==> src/logic/vga_pkg.sv <==
// shared register map, field widths and timing phase encoding
// register index comes from byte address bits 4 to 2

`default_nettype none

package vga_pkg;

  ////////////////////////////////////////////////////////////
  // bus and field widths
  ////////////////////////////////////////////////////////////

  // apb address and data
  localparam int ADDR_W  = 5;
  localparam int DATA_W  = 32;

  // visible length and position counters
  localparam int LEN_W   = 16;
  // each sync or porch size
  localparam int PORCH_W = 8;
  // pixel clock divider field
  localparam int DIV_W   = 8;
  // one colour channel of the test pattern
  localparam int COLOR_W = 5;

  ////////////////////////////////////////////////////////////
  // register word indices
  ////////////////////////////////////////////////////////////

  typedef enum logic [2:0] {
    REG_CTRL = 3'd0,
    REG_HVVL = 3'd1,
    REG_HTIM = 3'd2,
    REG_VTIM = 3'd3,
    REG_STAT = 3'd4
  } reg_idx_e;

  // timing phases in the order a line or frame walks through them
  typedef enum logic [1:0] {
    PH_SYNC,
    PH_BACK,
    PH_VISIBLE,
    PH_FRONT
  } phase_e;

  ////////////////////////////////////////////////////////////
  // field positions
  ////////////////////////////////////////////////////////////

  // control register
  localparam int CTRL_EN      = 0;
  localparam int CTRL_HIE     = 1;
  localparam int CTRL_VIE     = 2;
  localparam int CTRL_HSPOL   = 3;
  localparam int CTRL_VSPOL   = 4;
  // divider occupies bits 15 to 8
  localparam int CTRL_DIV_LSB = 8;

  // visible sizes, horizontal in the low half
  localparam int HVVL_HV_LSB  = 0;
  localparam int HVVL_VV_LSB  = 16;

  // htim and vtim share one layout
  localparam int TIM_FP_LSB   = 0;
  localparam int TIM_SN_LSB   = 8;
  localparam int TIM_BP_LSB   = 16;

  // status flags
  localparam int STAT_HIF     = 0;
  localparam int STAT_VIF     = 1;

endpackage

`default_nettype wire

==> src/logic/vga_regs.sv <==
// apb register file; every access completes in its access phase
// status flags: a set from the timing wins, writing 0 clears, writing 1 keeps

`timescale 1ns/1ps
`default_nettype none

module vga_regs (
  input  wire logic                         clk_i,
  input  wire logic                         arst_n_i,
  input  wire logic                         psel_i,
  input  wire logic                         penable_i,
  input  wire logic                         pwrite_i,
  input  wire logic [vga_pkg::ADDR_W-1:0]   paddr_i,
  input  wire logic [vga_pkg::DATA_W-1:0]   pwdata_i,
  input  wire logic                         hend_i,
  input  wire logic                         vend_i,
  output logic      [vga_pkg::DATA_W-1:0]   prdata_o,
  output logic                              en_o,
  output logic                              hspol_o,
  output logic                              vspol_o,
  output logic      [vga_pkg::DIV_W-1:0]    div_o,
  output logic      [vga_pkg::LEN_W-1:0]    hvlen_o,
  output logic      [vga_pkg::LEN_W-1:0]    vvlen_o,
  output logic      [vga_pkg::PORCH_W-1:0]  hsn_o,
  output logic      [vga_pkg::PORCH_W-1:0]  hbp_o,
  output logic      [vga_pkg::PORCH_W-1:0]  hfp_o,
  output logic      [vga_pkg::PORCH_W-1:0]  vsn_o,
  output logic      [vga_pkg::PORCH_W-1:0]  vbp_o,
  output logic      [vga_pkg::PORCH_W-1:0]  vfp_o,
  output logic                              irq_o
);

  vga_pkg::reg_idx_e reg_idx;
  logic              wr_acc;
  logic              rd_acc;
  // control bits kept apart from the divider
  logic              hie_q;
  logic              vie_q;
  logic              hif_q;
  logic              vif_q;

  // word index from address bits 4 to 2
  assign reg_idx = vga_pkg::reg_idx_e'(paddr_i[vga_pkg::ADDR_W-1:2]);
  assign wr_acc  = psel_i & penable_i & pwrite_i;
  assign rd_acc  = psel_i & penable_i & ~pwrite_i;

  ////////////////////////////////////////////////////////////
  // configuration registers
  ////////////////////////////////////////////////////////////

  always_ff @(posedge clk_i or negedge arst_n_i) begin
    if (!arst_n_i) begin
      en_o    <= 1'b0;
      hie_q   <= 1'b0;
      vie_q   <= 1'b0;
      hspol_o <= 1'b0;
      vspol_o <= 1'b0;
      div_o   <= '0;
      hvlen_o <= '0;
      vvlen_o <= '0;
      hsn_o   <= '0;
      hbp_o   <= '0;
      hfp_o   <= '0;
      vsn_o   <= '0;
      vbp_o   <= '0;
      vfp_o   <= '0;
    end else if (wr_acc) begin
      case (reg_idx)
        vga_pkg::REG_CTRL: begin
          en_o    <= pwdata_i[vga_pkg::CTRL_EN];
          hie_q   <= pwdata_i[vga_pkg::CTRL_HIE];
          vie_q   <= pwdata_i[vga_pkg::CTRL_VIE];
          hspol_o <= pwdata_i[vga_pkg::CTRL_HSPOL];
          vspol_o <= pwdata_i[vga_pkg::CTRL_VSPOL];
          div_o   <= pwdata_i[vga_pkg::CTRL_DIV_LSB +: vga_pkg::DIV_W];
        end
        vga_pkg::REG_HVVL: begin
          hvlen_o <= pwdata_i[vga_pkg::HVVL_HV_LSB +: vga_pkg::LEN_W];
          vvlen_o <= pwdata_i[vga_pkg::HVVL_VV_LSB +: vga_pkg::LEN_W];
        end
        vga_pkg::REG_HTIM: begin
          hfp_o <= pwdata_i[vga_pkg::TIM_FP_LSB +: vga_pkg::PORCH_W];
          hsn_o <= pwdata_i[vga_pkg::TIM_SN_LSB +: vga_pkg::PORCH_W];
          hbp_o <= pwdata_i[vga_pkg::TIM_BP_LSB +: vga_pkg::PORCH_W];
        end
        vga_pkg::REG_VTIM: begin
          vfp_o <= pwdata_i[vga_pkg::TIM_FP_LSB +: vga_pkg::PORCH_W];
          vsn_o <= pwdata_i[vga_pkg::TIM_SN_LSB +: vga_pkg::PORCH_W];
          vbp_o <= pwdata_i[vga_pkg::TIM_BP_LSB +: vga_pkg::PORCH_W];
        end
        // status is handled below, undefined words ignore writes
        default: ;
      endcase
    end
  end

  ////////////////////////////////////////////////////////////
  // status flags and interrupt
  ////////////////////////////////////////////////////////////

  always_ff @(posedge clk_i or negedge arst_n_i) begin
    if (!arst_n_i) begin
      hif_q <= 1'b0;
      vif_q <= 1'b0;
    end else if (wr_acc && reg_idx == vga_pkg::REG_STAT) begin
      // a written 0 drops the flag unless a new end arrives now
      hif_q <= hend_i | (hif_q & pwdata_i[vga_pkg::STAT_HIF]);
      vif_q <= vend_i | (vif_q & pwdata_i[vga_pkg::STAT_VIF]);
    end else begin
      hif_q <= hif_q | hend_i;
      vif_q <= vif_q | vend_i;
    end
  end

  // flags always set, enables only mask the pin
  assign irq_o = (hie_q & hif_q) | (vie_q & vif_q);

  ////////////////////////////////////////////////////////////
  // read mux
  ////////////////////////////////////////////////////////////

  always_comb begin
    prdata_o = '0;
    if (rd_acc) begin
      case (reg_idx)
        vga_pkg::REG_CTRL: begin
          prdata_o[vga_pkg::CTRL_EN]    = en_o;
          prdata_o[vga_pkg::CTRL_HIE]   = hie_q;
          prdata_o[vga_pkg::CTRL_VIE]   = vie_q;
          prdata_o[vga_pkg::CTRL_HSPOL] = hspol_o;
          prdata_o[vga_pkg::CTRL_VSPOL] = vspol_o;
          prdata_o[vga_pkg::CTRL_DIV_LSB +: vga_pkg::DIV_W] = div_o;
        end
        vga_pkg::REG_HVVL: begin
          prdata_o[vga_pkg::HVVL_HV_LSB +: vga_pkg::LEN_W] = hvlen_o;
          prdata_o[vga_pkg::HVVL_VV_LSB +: vga_pkg::LEN_W] = vvlen_o;
        end
        vga_pkg::REG_HTIM: begin
          prdata_o[vga_pkg::TIM_FP_LSB +: vga_pkg::PORCH_W] = hfp_o;
          prdata_o[vga_pkg::TIM_SN_LSB +: vga_pkg::PORCH_W] = hsn_o;
          prdata_o[vga_pkg::TIM_BP_LSB +: vga_pkg::PORCH_W] = hbp_o;
        end
        vga_pkg::REG_VTIM: begin
          prdata_o[vga_pkg::TIM_FP_LSB +: vga_pkg::PORCH_W] = vfp_o;
          prdata_o[vga_pkg::TIM_SN_LSB +: vga_pkg::PORCH_W] = vsn_o;
          prdata_o[vga_pkg::TIM_BP_LSB +: vga_pkg::PORCH_W] = vbp_o;
        end
        vga_pkg::REG_STAT: begin
          prdata_o[vga_pkg::STAT_HIF] = hif_q;
          prdata_o[vga_pkg::STAT_VIF] = vif_q;
        end
        default: prdata_o = '0;
      endcase
    end
  end

  // the timing stages need a nonzero sync and visible size while running
  a_sizes_valid: assert property (@(posedge clk_i) disable iff (!arst_n_i)
    en_o |-> (hsn_o != '0) && (vsn_o != '0) && (hvlen_o != '0) && (vvlen_o != '0));

endmodule

`default_nettype wire

==> src/logic/vga_pixel_tick.sv <==
// pixel step strobe, one clock high every div+1 clocks while enabled
// a new divider value is picked up at the next reload

`timescale 1ns/1ps
`default_nettype none

module vga_pixel_tick (
  input  wire logic                       clk_i,
  input  wire logic                       arst_n_i,
  input  wire logic                       en_i,
  input  wire logic [vga_pkg::DIV_W-1:0]  div_i,
  output logic                            tick_o
);

  logic [vga_pkg::DIV_W-1:0] cnt_q;
  logic                      zero;

  assign zero = (cnt_q == '0);

  // down counter, parked at the reload value while disabled
  always_ff @(posedge clk_i or negedge arst_n_i) begin
    if (!arst_n_i) begin
      cnt_q <= '0;
    end else if (!en_i) begin
      cnt_q <= div_i;
    end else if (zero) begin
      cnt_q <= div_i;
    end else begin
      cnt_q <= cnt_q - 1'b1;
    end
  end

  // div of 0 gives a tick on every enabled clock
  assign tick_o = en_i & zero;

  // with a nonzero divider a tick is a single-clock pulse
  a_tick_pulse: assert property (@(posedge clk_i) disable iff (!arst_n_i)
    tick_o && (div_i != '0) |=> !tick_o);

endmodule

`default_nettype wire

==> src/logic/vga_timing_gen.sv <==
// one sync/back/visible/front sequencer, used for both lines and frames
// a zero porch is skipped; sync and visible sizes must be nonzero

`timescale 1ns/1ps
`default_nettype none

module vga_timing_gen #(
  parameter int CNT_W = 16
) (
  input  wire logic                         clk_i,
  input  wire logic                         arst_n_i,
  input  wire logic                         en_i,
  input  wire logic                         step_i,
  input  wire logic [vga_pkg::PORCH_W-1:0]  sync_size_i,
  input  wire logic [vga_pkg::PORCH_W-1:0]  back_size_i,
  input  wire logic [vga_pkg::PORCH_W-1:0]  front_size_i,
  input  wire logic [CNT_W-1:0]             vis_len_i,
  output vga_pkg::phase_e                   phase_o,
  output logic      [CNT_W-1:0]             pos_o,
  output logic                              end_o
);

  vga_pkg::phase_e  phase_q;
  vga_pkg::phase_e  next_ph;
  logic [CNT_W-1:0] cnt_q;
  logic [CNT_W-1:0] cur_size;
  logic             last;

  ////////////////////////////////////////////////////////////
  // size of the current phase and the phase after it
  ////////////////////////////////////////////////////////////

  always_comb begin
    case (phase_q)
      vga_pkg::PH_SYNC:    cur_size = CNT_W'(sync_size_i);
      vga_pkg::PH_BACK:    cur_size = CNT_W'(back_size_i);
      vga_pkg::PH_VISIBLE: cur_size = vis_len_i;
      default:             cur_size = CNT_W'(front_size_i);
    endcase
  end

  always_comb begin
    case (phase_q)
      vga_pkg::PH_SYNC:
        next_ph = (back_size_i != '0) ? vga_pkg::PH_BACK : vga_pkg::PH_VISIBLE;
      vga_pkg::PH_BACK:
        next_ph = vga_pkg::PH_VISIBLE;
      vga_pkg::PH_VISIBLE:
        next_ph = (front_size_i != '0) ? vga_pkg::PH_FRONT : vga_pkg::PH_SYNC;
      default:
        next_ph = vga_pkg::PH_SYNC;
    endcase
  end

  // one extra bit so the compare cannot overflow at full count
  assign last = ({1'b0, cnt_q} + 1'b1) >= {1'b0, cur_size};

  ////////////////////////////////////////////////////////////
  // phase and position state
  ////////////////////////////////////////////////////////////

  always_ff @(posedge clk_i or negedge arst_n_i) begin
    if (!arst_n_i) begin
      phase_q <= vga_pkg::PH_SYNC;
      cnt_q   <= '0;
    end else if (!en_i) begin
      // hold at the start of sync until enabled
      phase_q <= vga_pkg::PH_SYNC;
      cnt_q   <= '0;
    end else if (step_i) begin
      if (last) begin
        phase_q <= next_ph;
        cnt_q   <= '0;
      end else begin
        cnt_q <= cnt_q + 1'b1;
      end
    end
  end

  assign phase_o = phase_q;
  // index into the visible region only
  assign pos_o   = (phase_q == vga_pkg::PH_VISIBLE) ? cnt_q : '0;
  // the step that leaves the last front porch unit
  assign end_o   = step_i & last & (next_ph == vga_pkg::PH_SYNC);

  // sync and visible each take a step, so two wraps never come back to back
  a_end_spaced: assert property (@(posedge clk_i) disable iff (!arst_n_i)
    end_o |=> !end_o);

endmodule

`default_nettype wire

==> src/logic/vga_video_out.sv <==
// registered video pins, one clock behind the timing state
// the pattern pixel is the only source; rgb is forced to 0 outside de

`timescale 1ns/1ps
`default_nettype none

module vga_video_out (
  input  wire logic                         clk_i,
  input  wire logic                         arst_n_i,
  input  wire logic                         en_i,
  input  wire logic                         hspol_i,
  input  wire logic                         vspol_i,
  input  wire vga_pkg::phase_e              hphase_i,
  input  wire vga_pkg::phase_e              vphase_i,
  input  wire logic [vga_pkg::LEN_W-1:0]    x_i,
  input  wire logic [vga_pkg::LEN_W-1:0]    y_i,
  output logic                              hsync_o,
  output logic                              vsync_o,
  output logic                              de_o,
  output logic      [vga_pkg::COLOR_W-1:0]  r_o,
  output logic      [vga_pkg::COLOR_W-1:0]  g_o,
  output logic      [vga_pkg::COLOR_W-1:0]  b_o
);

  logic                        hs_act;
  logic                        vs_act;
  logic                        de_d;
  logic [vga_pkg::LEN_W-1:0]   xy;

  // active-high syncs before the polarity flip
  assign hs_act = en_i & (hphase_i == vga_pkg::PH_SYNC);
  assign vs_act = en_i & (vphase_i == vga_pkg::PH_SYNC);
  // both counters inside their visible region
  assign de_d   = en_i & (hphase_i == vga_pkg::PH_VISIBLE) &
                  (vphase_i == vga_pkg::PH_VISIBLE);
  assign xy     = x_i ^ y_i;

  always_ff @(posedge clk_i or negedge arst_n_i) begin
    if (!arst_n_i) begin
      hsync_o <= 1'b0;
      vsync_o <= 1'b0;
      de_o    <= 1'b0;
      r_o     <= '0;
      g_o     <= '0;
      b_o     <= '0;
    end else begin
      // polarity bit set gives an active-low sync
      hsync_o <= hs_act ^ hspol_i;
      vsync_o <= vs_act ^ vspol_i;
      de_o    <= de_d;
      if (de_d) begin
        r_o <= x_i[vga_pkg::COLOR_W-1:0];
        g_o <= y_i[vga_pkg::COLOR_W-1:0];
        b_o <= xy[vga_pkg::COLOR_W-1:0];
      end else begin
        r_o <= '0;
        g_o <= '0;
        b_o <= '0;
      end
    end
  end

endmodule

`default_nettype wire

==> src/logic/vga_top.sv <==
// display timing controller with apb registers and a test pattern source
// single clock domain; pixel rate is clk_i divided by div+1

`timescale 1ns/1ps
`default_nettype none

module vga_top (
  input  wire logic                         clk_i,
  input  wire logic                         arst_n_i,
  input  wire logic                         psel_i,
  input  wire logic                         penable_i,
  input  wire logic                         pwrite_i,
  input  wire logic [vga_pkg::ADDR_W-1:0]   paddr_i,
  input  wire logic [vga_pkg::DATA_W-1:0]   pwdata_i,
  output logic      [vga_pkg::DATA_W-1:0]   prdata_o,
  output logic                              hsync_o,
  output logic                              vsync_o,
  output logic                              de_o,
  output logic      [vga_pkg::COLOR_W-1:0]  r_o,
  output logic      [vga_pkg::COLOR_W-1:0]  g_o,
  output logic      [vga_pkg::COLOR_W-1:0]  b_o,
  output logic                              irq_o
);

  logic                        en;
  logic                        hspol;
  logic                        vspol;
  logic [vga_pkg::DIV_W-1:0]   div;
  logic                        tick;
  // per stage sizes, index 0 horizontal and 1 vertical
  logic [vga_pkg::PORCH_W-1:0] sync_size  [2];
  logic [vga_pkg::PORCH_W-1:0] back_size  [2];
  logic [vga_pkg::PORCH_W-1:0] front_size [2];
  logic [vga_pkg::LEN_W-1:0]   vis_len    [2];
  logic                        stage_step [2];
  logic                        stage_end  [2];
  logic [vga_pkg::LEN_W-1:0]   stage_pos  [2];
  vga_pkg::phase_e             stage_ph   [2];

  vga_regs u_regs (
    .clk_i     (clk_i),
    .arst_n_i  (arst_n_i),
    .psel_i    (psel_i),
    .penable_i (penable_i),
    .pwrite_i  (pwrite_i),
    .paddr_i   (paddr_i),
    .pwdata_i  (pwdata_i),
    .hend_i    (stage_end[0]),
    .vend_i    (stage_end[1]),
    .prdata_o  (prdata_o),
    .en_o      (en),
    .hspol_o   (hspol),
    .vspol_o   (vspol),
    .div_o     (div),
    .hvlen_o   (vis_len[0]),
    .vvlen_o   (vis_len[1]),
    .hsn_o     (sync_size[0]),
    .hbp_o     (back_size[0]),
    .hfp_o     (front_size[0]),
    .vsn_o     (sync_size[1]),
    .vbp_o     (back_size[1]),
    .vfp_o     (front_size[1]),
    .irq_o     (irq_o)
  );

  vga_pixel_tick u_tick (
    .clk_i    (clk_i),
    .arst_n_i (arst_n_i),
    .en_i     (en),
    .div_i    (div),
    .tick_o   (tick)
  );

  ////////////////////////////////////////////////////////////
  // timing chain, each stage steps on the end of the one before
  ////////////////////////////////////////////////////////////

  assign stage_step[0] = tick;
  assign stage_step[1] = stage_end[0];

  for (genvar i = 0; i < 2; i++) begin : g_stage
    vga_timing_gen #(
      .CNT_W (vga_pkg::LEN_W)
    ) u_timing (
      .clk_i        (clk_i),
      .arst_n_i     (arst_n_i),
      .en_i         (en),
      .step_i       (stage_step[i]),
      .sync_size_i  (sync_size[i]),
      .back_size_i  (back_size[i]),
      .front_size_i (front_size[i]),
      .vis_len_i    (vis_len[i]),
      .phase_o      (stage_ph[i]),
      .pos_o        (stage_pos[i]),
      .end_o        (stage_end[i])
    );
  end

  vga_video_out u_video (
    .clk_i    (clk_i),
    .arst_n_i (arst_n_i),
    .en_i     (en),
    .hspol_i  (hspol),
    .vspol_i  (vspol),
    .hphase_i (stage_ph[0]),
    .vphase_i (stage_ph[1]),
    .x_i      (stage_pos[0]),
    .y_i      (stage_pos[1]),
    .hsync_o  (hsync_o),
    .vsync_o  (vsync_o),
    .de_o     (de_o),
    .r_o      (r_o),
    .g_o      (g_o),
    .b_o      (b_o)
  );

endmodule

`default_nettype wire

==> config.mk <==
export PLATFORM = sky130hd
export DESIGN_NAME = vga_top
export DESIGN_NICKNAME = d
export VERILOG_FILES = /design/src/logic/vga_pkg.sv /design/src/logic/vga_regs.sv /design/src/logic/vga_pixel_tick.sv /design/src/logic/vga_timing_gen.sv /design/src/logic/vga_video_out.sv /design/src/logic/vga_top.sv
export SDC_FILE = /design/constraint.sdc
export NUM_CORES = 1
export LEC_CHECK = 0
export BUFFER_PORTS_ARGS = -buffer_cell sky130_fd_sc_hd__buf_2
export CAP_MARGIN = 0
export CORE_MARGIN = 2
export CORE_UTILIZATION = 54
export CTS_CLUSTER_SIZE = 24
export DETAILED_ROUTE_END_ITERATION = 10
export HOLD_SLACK_MARGIN = 0.08
export PLACE_DENSITY = 0.87
export REMOVE_ABC_BUFFERS = 1
export SLEW_MARGIN = 40
export SYNTH_ARGS = -nofsm -noshare
export SYNTH_HDL_FRONTEND = slang
export SYNTH_SLANG_ARGS = --single-unit
==> constraint.sdc <==
create_clock -name clk_i -period 3.4 [get_ports clk_i]
set_input_delay 0.17 -clock clk_i [delete_from_list [all_inputs] [get_ports clk_i]]
set_output_delay 0.17 -clock clk_i [all_outputs]
set_load 0.02 [all_outputs]
# Yosys cells after proc, flatten, opt, wreduce, memory -nomap -nowiden
# Cells that the tools add are included.
# W data, S select, Z words.
# word_totals
out_inout_bits	51
word_cells	124
ff_bits	157
# classes
n_mux	36
n_eq_ne	12
bitwise_logic	25
n_reduce_logical	17
n_addsub	5
magnitude_cmp	2
# op_table
operator	count
$mux W16	6
$pmux W16 S3	2
$add A16 B1 Y17 const B	2
$ge A17 B16 Y1	2
$add A16 B1 Y16 const B	2
$mux W32	1
$pmux W8 S4	1
$reduce_bool A8 Y1	4
$mux W5	5
$mux W8	3
$pmux W8 S3	1
$mux W2	10
$and A1 B1 Y1	16
$pmux W2 S3	2
$pmux W3 S4	1
$reduce_and A2 Y1	6
$pmux W2 S5	1
$pmux W3 S3	1
$logic_not A2 Y1	4
$logic_not A8 Y1	1
$ne A2 B1 Y1 const B	4
$sub A8 B1 Y8 const B	1
$eq A3 B2 Y1 const B	2
$or A1 B1 Y1	5
other kinds (10)	14

# Logic depth before layout (Yosys ltp)
# Gate-level depths: netlist (run 1).
# depth
depth_word	9
mapped_depth	16
ltp_nobuf	15

# Hierarchy
# A second synthesis (run 1) with hierarchy kept.
# unflattened
cells_unflattened	846
hier_area_um2	9325.2
# modules_own_cells
module	cells_per_inst	area_per_inst_um2	instances
vga_regs	328	4495.6	1
vga_timing_gen	212	1845.5	2
vga_video_out	46	666.9	1
vga_pixel_tick	48	471.7	1

# Least setup slack after synthesis (run 1)
# No wires, ideal clock.
# synth_timing
path_type	reg-to-reg
startpoint	register g_stage[0].u_timing.cnt_q[0]
endpoint	register g_stage[1].u_timing.phase_q[1]
arrival_ns	3.251
setup_slack_ns	0.027
path_stages_with_launch	13
synth_period_minus_slack_ns	3.373
path_buffers	0
setup_time_ns	0.122
required_time_ns	3.278
cell_sequence	dfrtp_1 ha_1 nand4_4 nor4_1 nand3_1 xnor2_1 ha_1 nand3_1 nor2_1 o31a_1 o21ai_4 or4_4 o2111a_1
# synth_between
elab_chain_len	6
# synth_lines
item	line_no	text
from (decl)	vga_timing_gen.sv:25	logic [CNT_W-1:0] cnt_q;
from (signal assigned)	vga_timing_gen.sv:75	cnt_q <= cnt_q + 1'b1;
$add A16 B1 Y17	vga_timing_gen.sv:56	assign last = ({1'b0, cnt_q} + 1'b1) >= {1'b0, cur_size};
$ge A17 B16 Y1	vga_timing_gen.sv:56	
$and A1 B1 Y1 (2 in series)	vga_timing_gen.sv:84	assign end_o = step_i & last & (next_ph == vga_pkg::PH_SYNC);
$ne A2 B1 Y1 (no line)	n/a	
$reduce_and A2 Y1 (no line)	n/a	
to (signal assigned)	vga_timing_gen.sv:64	phase_q <= vga_pkg::PH_SYNC;
to (signal assigned)	vga_timing_gen.sv:68	phase_q <= vga_pkg::PH_SYNC;
to (signal assigned)	vga_timing_gen.sv:72	phase_q <= next_ph;
to (decl)	vga_timing_gen.sv:23	vga_pkg::phase_e phase_q;
# No other way between the ends.
# A chain may end at the register's enable or synchronous reset.

# Worst setup path in the final report (run 1)
# layout_timing
startpoint	register g_stage[0].u_timing.cnt_q[0]
endpoint	register g_stage[1].u_timing.cnt_q[1]
# layout_between
elab_chain_len	5
# layout_lines
item	line_no
$add A16 B1 Y17	vga_timing_gen.sv:56
$ge A17 B16 Y1	vga_timing_gen.sv:56
$and A1 B1 Y1 (2 in series)	vga_timing_gen.sv:84
$ne A2 B1 Y1 (no line)	n/a
to (signal assigned)	vga_timing_gen.sv:75
to (decl)	vga_timing_gen.sv:25
# No other way between the ends.

==> results of run 1 <==
-- routing by layer --
| metal | routed length, um | global-route usage | part of all wire | up-vias |
|---|---|---|---|---|
| met2 | 11500 | 0.448 | 0.48 | 336 |
| li1 | - | - | - | 3287 |
| met4 | 1270 | 0.177 | 0.053 | 0 |
| met1 | 9440 | 0.340 | 0.40 | 3559 |
| met3 | 1560 | 0.0602 | 0.066 | 106 |
| met5 | 0 | 0 | 0 | - |
-- cell usage after synthesis, types with 3 or more instances --
cell type	instances	area [um^2]
a211oi_1	3	22.5
a21boi_0	7	52.6
a21o_1	9	67.6
a21oi_1	32	160
a22o_1	11	96.3
a22oi_1	34	255
and2_1	20	125
and3_1	8	50.1
buf_1	9	33.8
buf_2	5	25.0
buf_4	4	30.0
clkbuf_1	28	105
dfrtp_1	157	3930
ha_1	36	450
inv_1	23	86.3
mux2_2	118	1330
mux4_2	16	360
nand2_1	74	278
nand2b_1	5	31.3
nand3_1	24	120
nand4_1	7	43.8
nor2_1	65	244
nor2b_1	16	100
nor3_1	11	55.1
nor4_1	12	75.1
o21ai_0	25	125
or3_1	5	31.3
xnor2_1	18	158
xor2_1	17	149
-- worst register-to-register path, cell delays in order, from the launching register on --
cell	delay [ps]
dfrtp_1	350
ha_1	210
nand4_4	110
buf_4	180
or3_1	370
nand2_1	110
ha_1	260
a21oi_1	150
o21ai_0	160
o31a_1	320
buf_4	160
o211ai_2	370
inv_2	200
a22o_1	230
-- registers in the layout, summed over array words and instances (netlist names), 4 cells and up --
register,cells
u_regs.div_o,8
u_regs.vfp_o,8
u_video.r_o,5
u_regs.hsn_o,8
u_regs.hbp_o,8
g_stage.u_timing.phase_o,4
u_video.b_o,5
u_regs.vsn_o,8
u_regs.vvlen_o,16
g_stage.u_timing.cnt_q,32
u_regs.vbp_o,8
u_tick.cnt_q,8
u_video.g_o,5
u_regs.hfp_o,8
u_regs.hvlen_o,16
-- where the power goes --
part	internal, uW	total, uW	switching [uW]
clock	1140	1950	817
sequential	2140	2430	287
combinational	568	1150	582
total	3850	5530	1690
-- what timing repair did --
action / 4_1_cts / 5_1_grt
pin swaps: 0 / 5
setup endpoints to repair: 11 / 20
resized for setup: 4 / 15
setup buffers: 0 / 5
hold buffers: 33 / 0
endpoints found under the hold margin: 172 / 0
-- final cells by class --
cell class                 count  area [um^2]  area share
sequential                   157         3930       0.363
clock buffer                  19          453      0.0418
clock inverter                13          150      0.0138
multi-input combinational    607         4800       0.442
inverter                      24         90.1     0.00831
timing repair buffer         169         1150       0.106
tap                          220          275      0.0254
-- kinds of logic after synthesis --
kind of cell,after synthesis
and+or+nand+nor,263
DFF,157
AOI/OAI and AO/OA,138
muxes,135
buffers and inverters,71
adders and majority gates,36
xor gates and xnor gates,35
-- path summary, 6_finish.rpt --
path / startpoint / endpoint / slack, ps / depth (start not counted)
max in group asynchronous: arst_n_i / g_stage[0].u_timing.cnt_q[4] / 2140 / 3
min in group clk_i: psel_i / u_regs.hie_q / 330 / 4
min: arst_n_i / g_stage[1].u_timing.cnt_q[14] / 310 / 2
max: g_stage[0].u_timing.cnt_q[0] / g_stage[1].u_timing.cnt_q[1] / 110 / 13
max reg2reg: g_stage[0].u_timing.cnt_q[0] / g_stage[1].u_timing.cnt_q[1] / 110 / 13
min reg2reg: u_regs.vspol_o / u_video.vsync_o / 500 / 1
-- metrics by stage --
step                setup TNS (ps)  setup slack, ps   util  cells
finish                           0              110  0.661   1209
global route                  -318            -43.6  0.661   1209
CTS                              0             12.1  0.655   1204
detailed placement               0             11.8  0.597   1139
global placement                 0              115  0.597   1139
floorplan                        0             26.8      -    788
==> results.ini, run 1 <==
[global_route]
grt_overflow_total = 0
grt_use_total = 0.278
first_global_vias = 7311
antenna_found_initial = 0
grt_pass1_wl_um = 38100
grt_max_degree = 82

[cells_and_area]
final_common_cell = dfrtp_1
syn_to_final_growth_pct = 21.2
fin_area_mm2 = 0.0108
diodes = 0
layout.nets = 1054
nFillCells = 1121
final_cell_mix = 153 x dfrtp_1, 118 x mux2_2, 89 x buf_2
drive_above_1_share = 0.341

[synth]
synth_top_family_by_area = multiplexers
ys_seq_area_frac = 0.439
ys_ff_latch = 157
synth.avg_cell_area_um2 = 10.7
yosysWarnings = 0
synthCells = 835
synthMuxAreaShare = 0.190
synthSimpleGateAreaFrac = 0.148
synth_fa_ha_area_frac = 0.0503
synth-edff-count = 0
synth_flop_cell = dfrtp_1
yosysUniqueCellTypes = 59
async_flop_share = 1.00
synth_xor_area_frac = 0.0343
synth_compound_area_frac = 0.106
syn_area_mm2 = 0.00895

[timing]
period_minus_slack_ps = 3290
finalMaxSlewViolations = 0
post-route-period-util = 0.968
final_hold_viol_count = 0
rsz0062_at_grt = yes
setup_viol = 0
fin_skew_ps = 12.0
max_slew_margin = 0.416
max_freq_mhz = 304
worstMarginPinSlew_ps = 876
whs_ps = 305

[power_and_ir_drop]
leakagePower_uw = 0.00510
ir_drop_v = 0.000418
power_density_mw_per_mm2 = 510
finalPower_uw = 5530

[clocking]
htreeDepth = 4
clock-sinks = 157
cts_tree = built
cts_buffers = 17
cts_root_buffer = clkbuf_16
clkTransAtPathRegs_ps = 60
clk_latency_ps = 440
clk_path_buf_depth = 2

[place]
place.gp.congestion = 0.916
dp.final_hpwl_um = 15500
placed_cell_area_mm2 = 0.00980
port-buffer-count = 90

[floorplan]
die_area_mm2 = 0.0176
io_pins = 93
initial_core_util = 0.545
die_w_um = 133
die_h_um = 133
core-area_mm2 = 0.0164
rows = 47

[route]
ant_nets = 0
firstDrtPassIters = 5
viasPerCell = 6.03
drc = 0
wl_per_cell_um = 19.7
wl_um = 23800
first_iter_violations = 647
via_count = 7288

[worst_setup_path]
crit_path_cell_trace = ha_1, nand4_4, buf_4, or3_1, nand2_1, ha_1, a21oi_1, o21ai_0, o31a_1, buf_4, o211ai_2, inv_2, a22o_1
critPathArrivalTime_ps = 3610
path_buf_inv = 3
end_kind = flop
slowest_delay_ps = 370
criticalPathCategory = flop to flop
cp_max_fo = 10
worst_path_max_delay_cell = or3_1
required_ps = 3720
crit_path_start_kind = flop
critPathTopFamily = compound AO/OA/AOI/OAI gates

[outcome]
outcome = finished clean

[hold_path]
hp-class = primary input to async pin

[flow_run]
maxCapViolations = 0

No activity file was read; power rests on OpenSTA's default activity.
==> inputs of run 2 (changes only) <==
- SETUP_SLACK_MARGIN: unset -> 0.5
==> run 2 against run 1 <==
  * The run now ends with negative setup slack left
  * Maximum frequency decreased by 5.6%
  * Clock skew is 2.5 ps higher
  * Wire length grew 28%
  * Sequential power barely moved
  * First-iteration DRC count increased by 110%
  * Worst hold slack lost 160 ps
  * Design area rose by 8.4%
  * Critical path depth up 2
  * Sequential cell count unchanged
  * Combinational power grew 17%
  * Highest routed layer unchanged
  * Clock power about the same
  * Power rose by 4.3%
==> results.ini, run 2 (synthesis results as in run 1) <==
[floorplan]
io_pins = 93  ; unchanged
die_h_um = 133  ; unchanged
rows = 47  ; unchanged
initial_core_util = 0.545  ; unchanged
die_w_um = 133  ; unchanged
die_area_mm2 = 0.0176  ; unchanged
core-area_mm2 = 0.0164  ; unchanged

[cells_and_area]
syn_to_final_growth_pct = 31.4  ; was 21.2%
largest_register_ffs = 32  ; unchanged
nFillCells = 961  ; was 1,121
drive_above_1_share = 0.435  ; was 0.341
final_cells = 1262  ; was 1,209
reg.largest.list = g_stage.u_timing.cnt_q: 32 flops, u_regs.hvlen_o: 16 flops, u_regs.vvlen_o: 16 flops  ; unchanged
layout.nets = 1106  ; was 1,054
final_common_cell = dfrtp_1  ; unchanged
final_util = 0.716  ; was 0.661
regMostFlops = g_stage.u_timing.cnt_q  ; unchanged
final_cell_mix = 148 x dfrtp_1, 118 x mux2_2, 89 x buf_2  ; was 153 x dfrtp_1, 118 x mux2_2, 89 x buf_2

[timing]
whs_ps = 141  ; was 305 ps
final_hold_viol_count = 0  ; unchanged
post-route-period-util = 1.03  ; was 0.968
worstMarginPinSlew_ps = 858  ; was 876 ps
setup_ws_ps = -85.3  ; was 110 ps
setup_viol = 6  ; was 0
fin_skew_ps = 14.6  ; was 12.0 ps
period_minus_slack_ps = 3490  ; was 3290 ps
max_slew_margin = 0.428  ; was 0.416
max_freq_mhz = 287  ; was 304 MHz
rsz0062_at_grt = yes  ; unchanged
finalMaxSlewViolations = 0  ; unchanged

[worst_setup_path]
crit_path_cell_trace = ha_2, and3_4, nand3_4, nor2_4, nand2_4, xnor2_2, ha_1, nand4_1, nor4_2, o31a_1, nor3_4, buf_12, o211ai_4, clkinvlp_4, a22o_1  ; was ha_1, nand4_4, buf_4, or3_1, nand2_1, ha_1, a21oi_1, o21ai_0, o31a_1, buf_4, o211ai_2, inv_2, a22o_1
worst_path_max_delay_cell = dfrtp_1  ; was or3_1
reg2reg_slack_ps = -90  ; was 110 ps
r2r-end = g_stage[1].u_timing.cnt_q[10]  ; was g_stage[1].u_timing.cnt_q[1]
slowest_delay_ps = 400  ; was 370 ps
end_kind = flop  ; unchanged
reg2reg_depth = 15  ; was 13
critPathArrivalTime_ps = 3810  ; was 3610 ps
r2r-start = g_stage[1].u_timing.cnt_q[1]  ; was g_stage[0].u_timing.cnt_q[0]
crit_path_start_kind = flop  ; unchanged
required_ps = 3730  ; was 3720 ps
cp_max_fo = 5  ; was 10
criticalPathCategory = flop to flop  ; unchanged

[route]
via_count = 8399  ; was 7,288
wl_um = 30500  ; was 23,800 um
drc = 0  ; unchanged
wl_per_cell_um = 24.2  ; was 19.7 um
firstDrtPassIters = 6  ; was 5
ant_nets = 0  ; unchanged
first_iter_violations = 1330  ; was 647
viasPerCell = 6.66  ; was 6.03

[global_route]
grt_max_degree = 82  ; unchanged
grt_use_total = 0.306  ; was 0.278
grt_overflow_total = 0  ; unchanged
grt_pass1_wl_um = 41900  ; was 38,100 um
first_global_vias = 7796  ; was 7,311
antenna_found_initial = 1  ; was 0

[power_and_ir_drop]
p_clk_frac = 0.343  ; was 0.353
power_density_mw_per_mm2 = 491  ; was 510 mW/mm^2
leakagePower_uw = 0.00549  ; was 0.00510 uW
ir_drop_v = 0.000451  ; was 0.000418 V
p_seq_frac = 0.424  ; was 0.439
switching_power_uw = 1860  ; was 1690 uW
combPwrFrac = 0.233  ; was 0.208
p_sw_frac = 0.322  ; was 0.305
intPower_uw = 3910  ; was 3850 uW

[clocking]
clkTransAtPathRegs_ps = 70  ; was 60 ps
clock-sinks = 157  ; unchanged
cts_buffers = 17  ; unchanged
htreeDepth = 4  ; unchanged
cts_root_buffer = clkbuf_16  ; unchanged
cts_tree = built  ; unchanged
clk_path_buf_depth = 2  ; unchanged
clk_latency_ps = 450  ; was 440 ps

[hold_path]
hp-class = primary input to async pin  ; unchanged

[place]
place.gp.congestion = 0.916  ; unchanged
port-buffer-count = 90  ; unchanged
dp.final_hpwl_um = 15500  ; unchanged
dp.cells = 1139  ; unchanged

[outcome]
violations = negative setup slack
outcome = finished with violations  ; was finished clean

[flow_run]
maxCapViolations = 0  ; unchanged

run 2: layer usage:
metal,track usage,wire length [um],up-vias,part of all wire
li1,-,-,3395,-
met1,0.366,10700,4070,0.35
met2,0.511,14700,724,0.48
met3,0.0655,2960,210,0.097
met4,0.183,2150,0,0.070
met5,0,0,-,0
run 2: area by class of cell:
class,count,area (um^2),share of cell area
multi-input cells,608,5210,0.444
inverters,24,90.1,0.00767
well taps,220,275,0.0234
repair inverters,1,7.51,0.000639
repair buffers,219,1620,0.138
flip-flops and latches,157,3940,0.335
clock inverters,13,150,0.0128
clock buffers,19,453,0.0385
diodes,1,2.50,0.000213
run 2: how the worst max path moves through the flow:
stage / depth (start not counted) / start / slack (ps) / end
CTS: 13 / g_stage[0].u_timing.cnt_q[1] / 330 / g_stage[1].u_timing.phase_o[1]
global route: 15 / g_stage[1].u_timing.cnt_q[1] / -110 / g_stage[1].u_timing.cnt_q[10]
detailed placement: 15 / g_stage[1].u_timing.cnt_q[0] / 10 / g_stage[1].u_timing.cnt_q[1]
finish: 15 / g_stage[1].u_timing.cnt_q[1] / -90 / g_stage[1].u_timing.cnt_q[10]
global placement: 15 / g_stage[1].u_timing.cnt_q[0] / 120 / g_stage[1].u_timing.cnt_q[15]
floorplan: 12 / g_stage[0].u_timing.cnt_q[0] / 30 / g_stage[1].u_timing.phase_o[1]
run 2: power groups by stage:
stage / Sequential (uW) / Combinational [uW] / Clock, uW
6_report: 2450 / 1340 / 1980
4_1_cts: 2420 / 1210 / 1960
3_3_place_gp: 2430 / 1020 / 0
2_1_floorplan: 2370 / 715 / 0
5_1_grt: 2470 / 1400 / 2060
3_5_place_dp: 2450 / 1060 / 0
run 2: critical path, delay by kind of cell (launching register included):
family / cells / cell delay, ps
AND/OR/NAND/NOR: 7 / 1180
AO/OA/AOI/OAI: 3 / 650
adder cells (fa/ha/maj): 2 / 530
buffers and inverters: 2 / 420
flip-flops: 1 / 400
XOR/XNOR: 1 / 170
run 2: timing repair:
item / 4_1_cts / 5_1_grt
setup buffers: 33 / 21
hold endpoints to repair: 172 / 0
pin swaps: 33 / 26
gates cloned: 2 / 0
gates resized for setup: 73 / 51
hold buffers: 33 / 0
endpoints found under the setup margin: 37 / 38
run 2: metrics by stage:
| step | instance area (um^2) | setup WS, ps | power [uW] | setup TNS, ps |
|---|---|---|---|---|
| after global placement | 9800 | 115 | 3450 | 0 |
| after global routing | 11800 | -112 | 5930 | -583 |
| after CTS | 11300 | 327 | 5590 | 0 |
| after detailed placement | 9800 | 11.8 | 3500 | 0 |
| final | 11800 | -85.3 | 5770 | -318 |
| after floorplan | 8740 | 26.8 | 3080 | 0 |
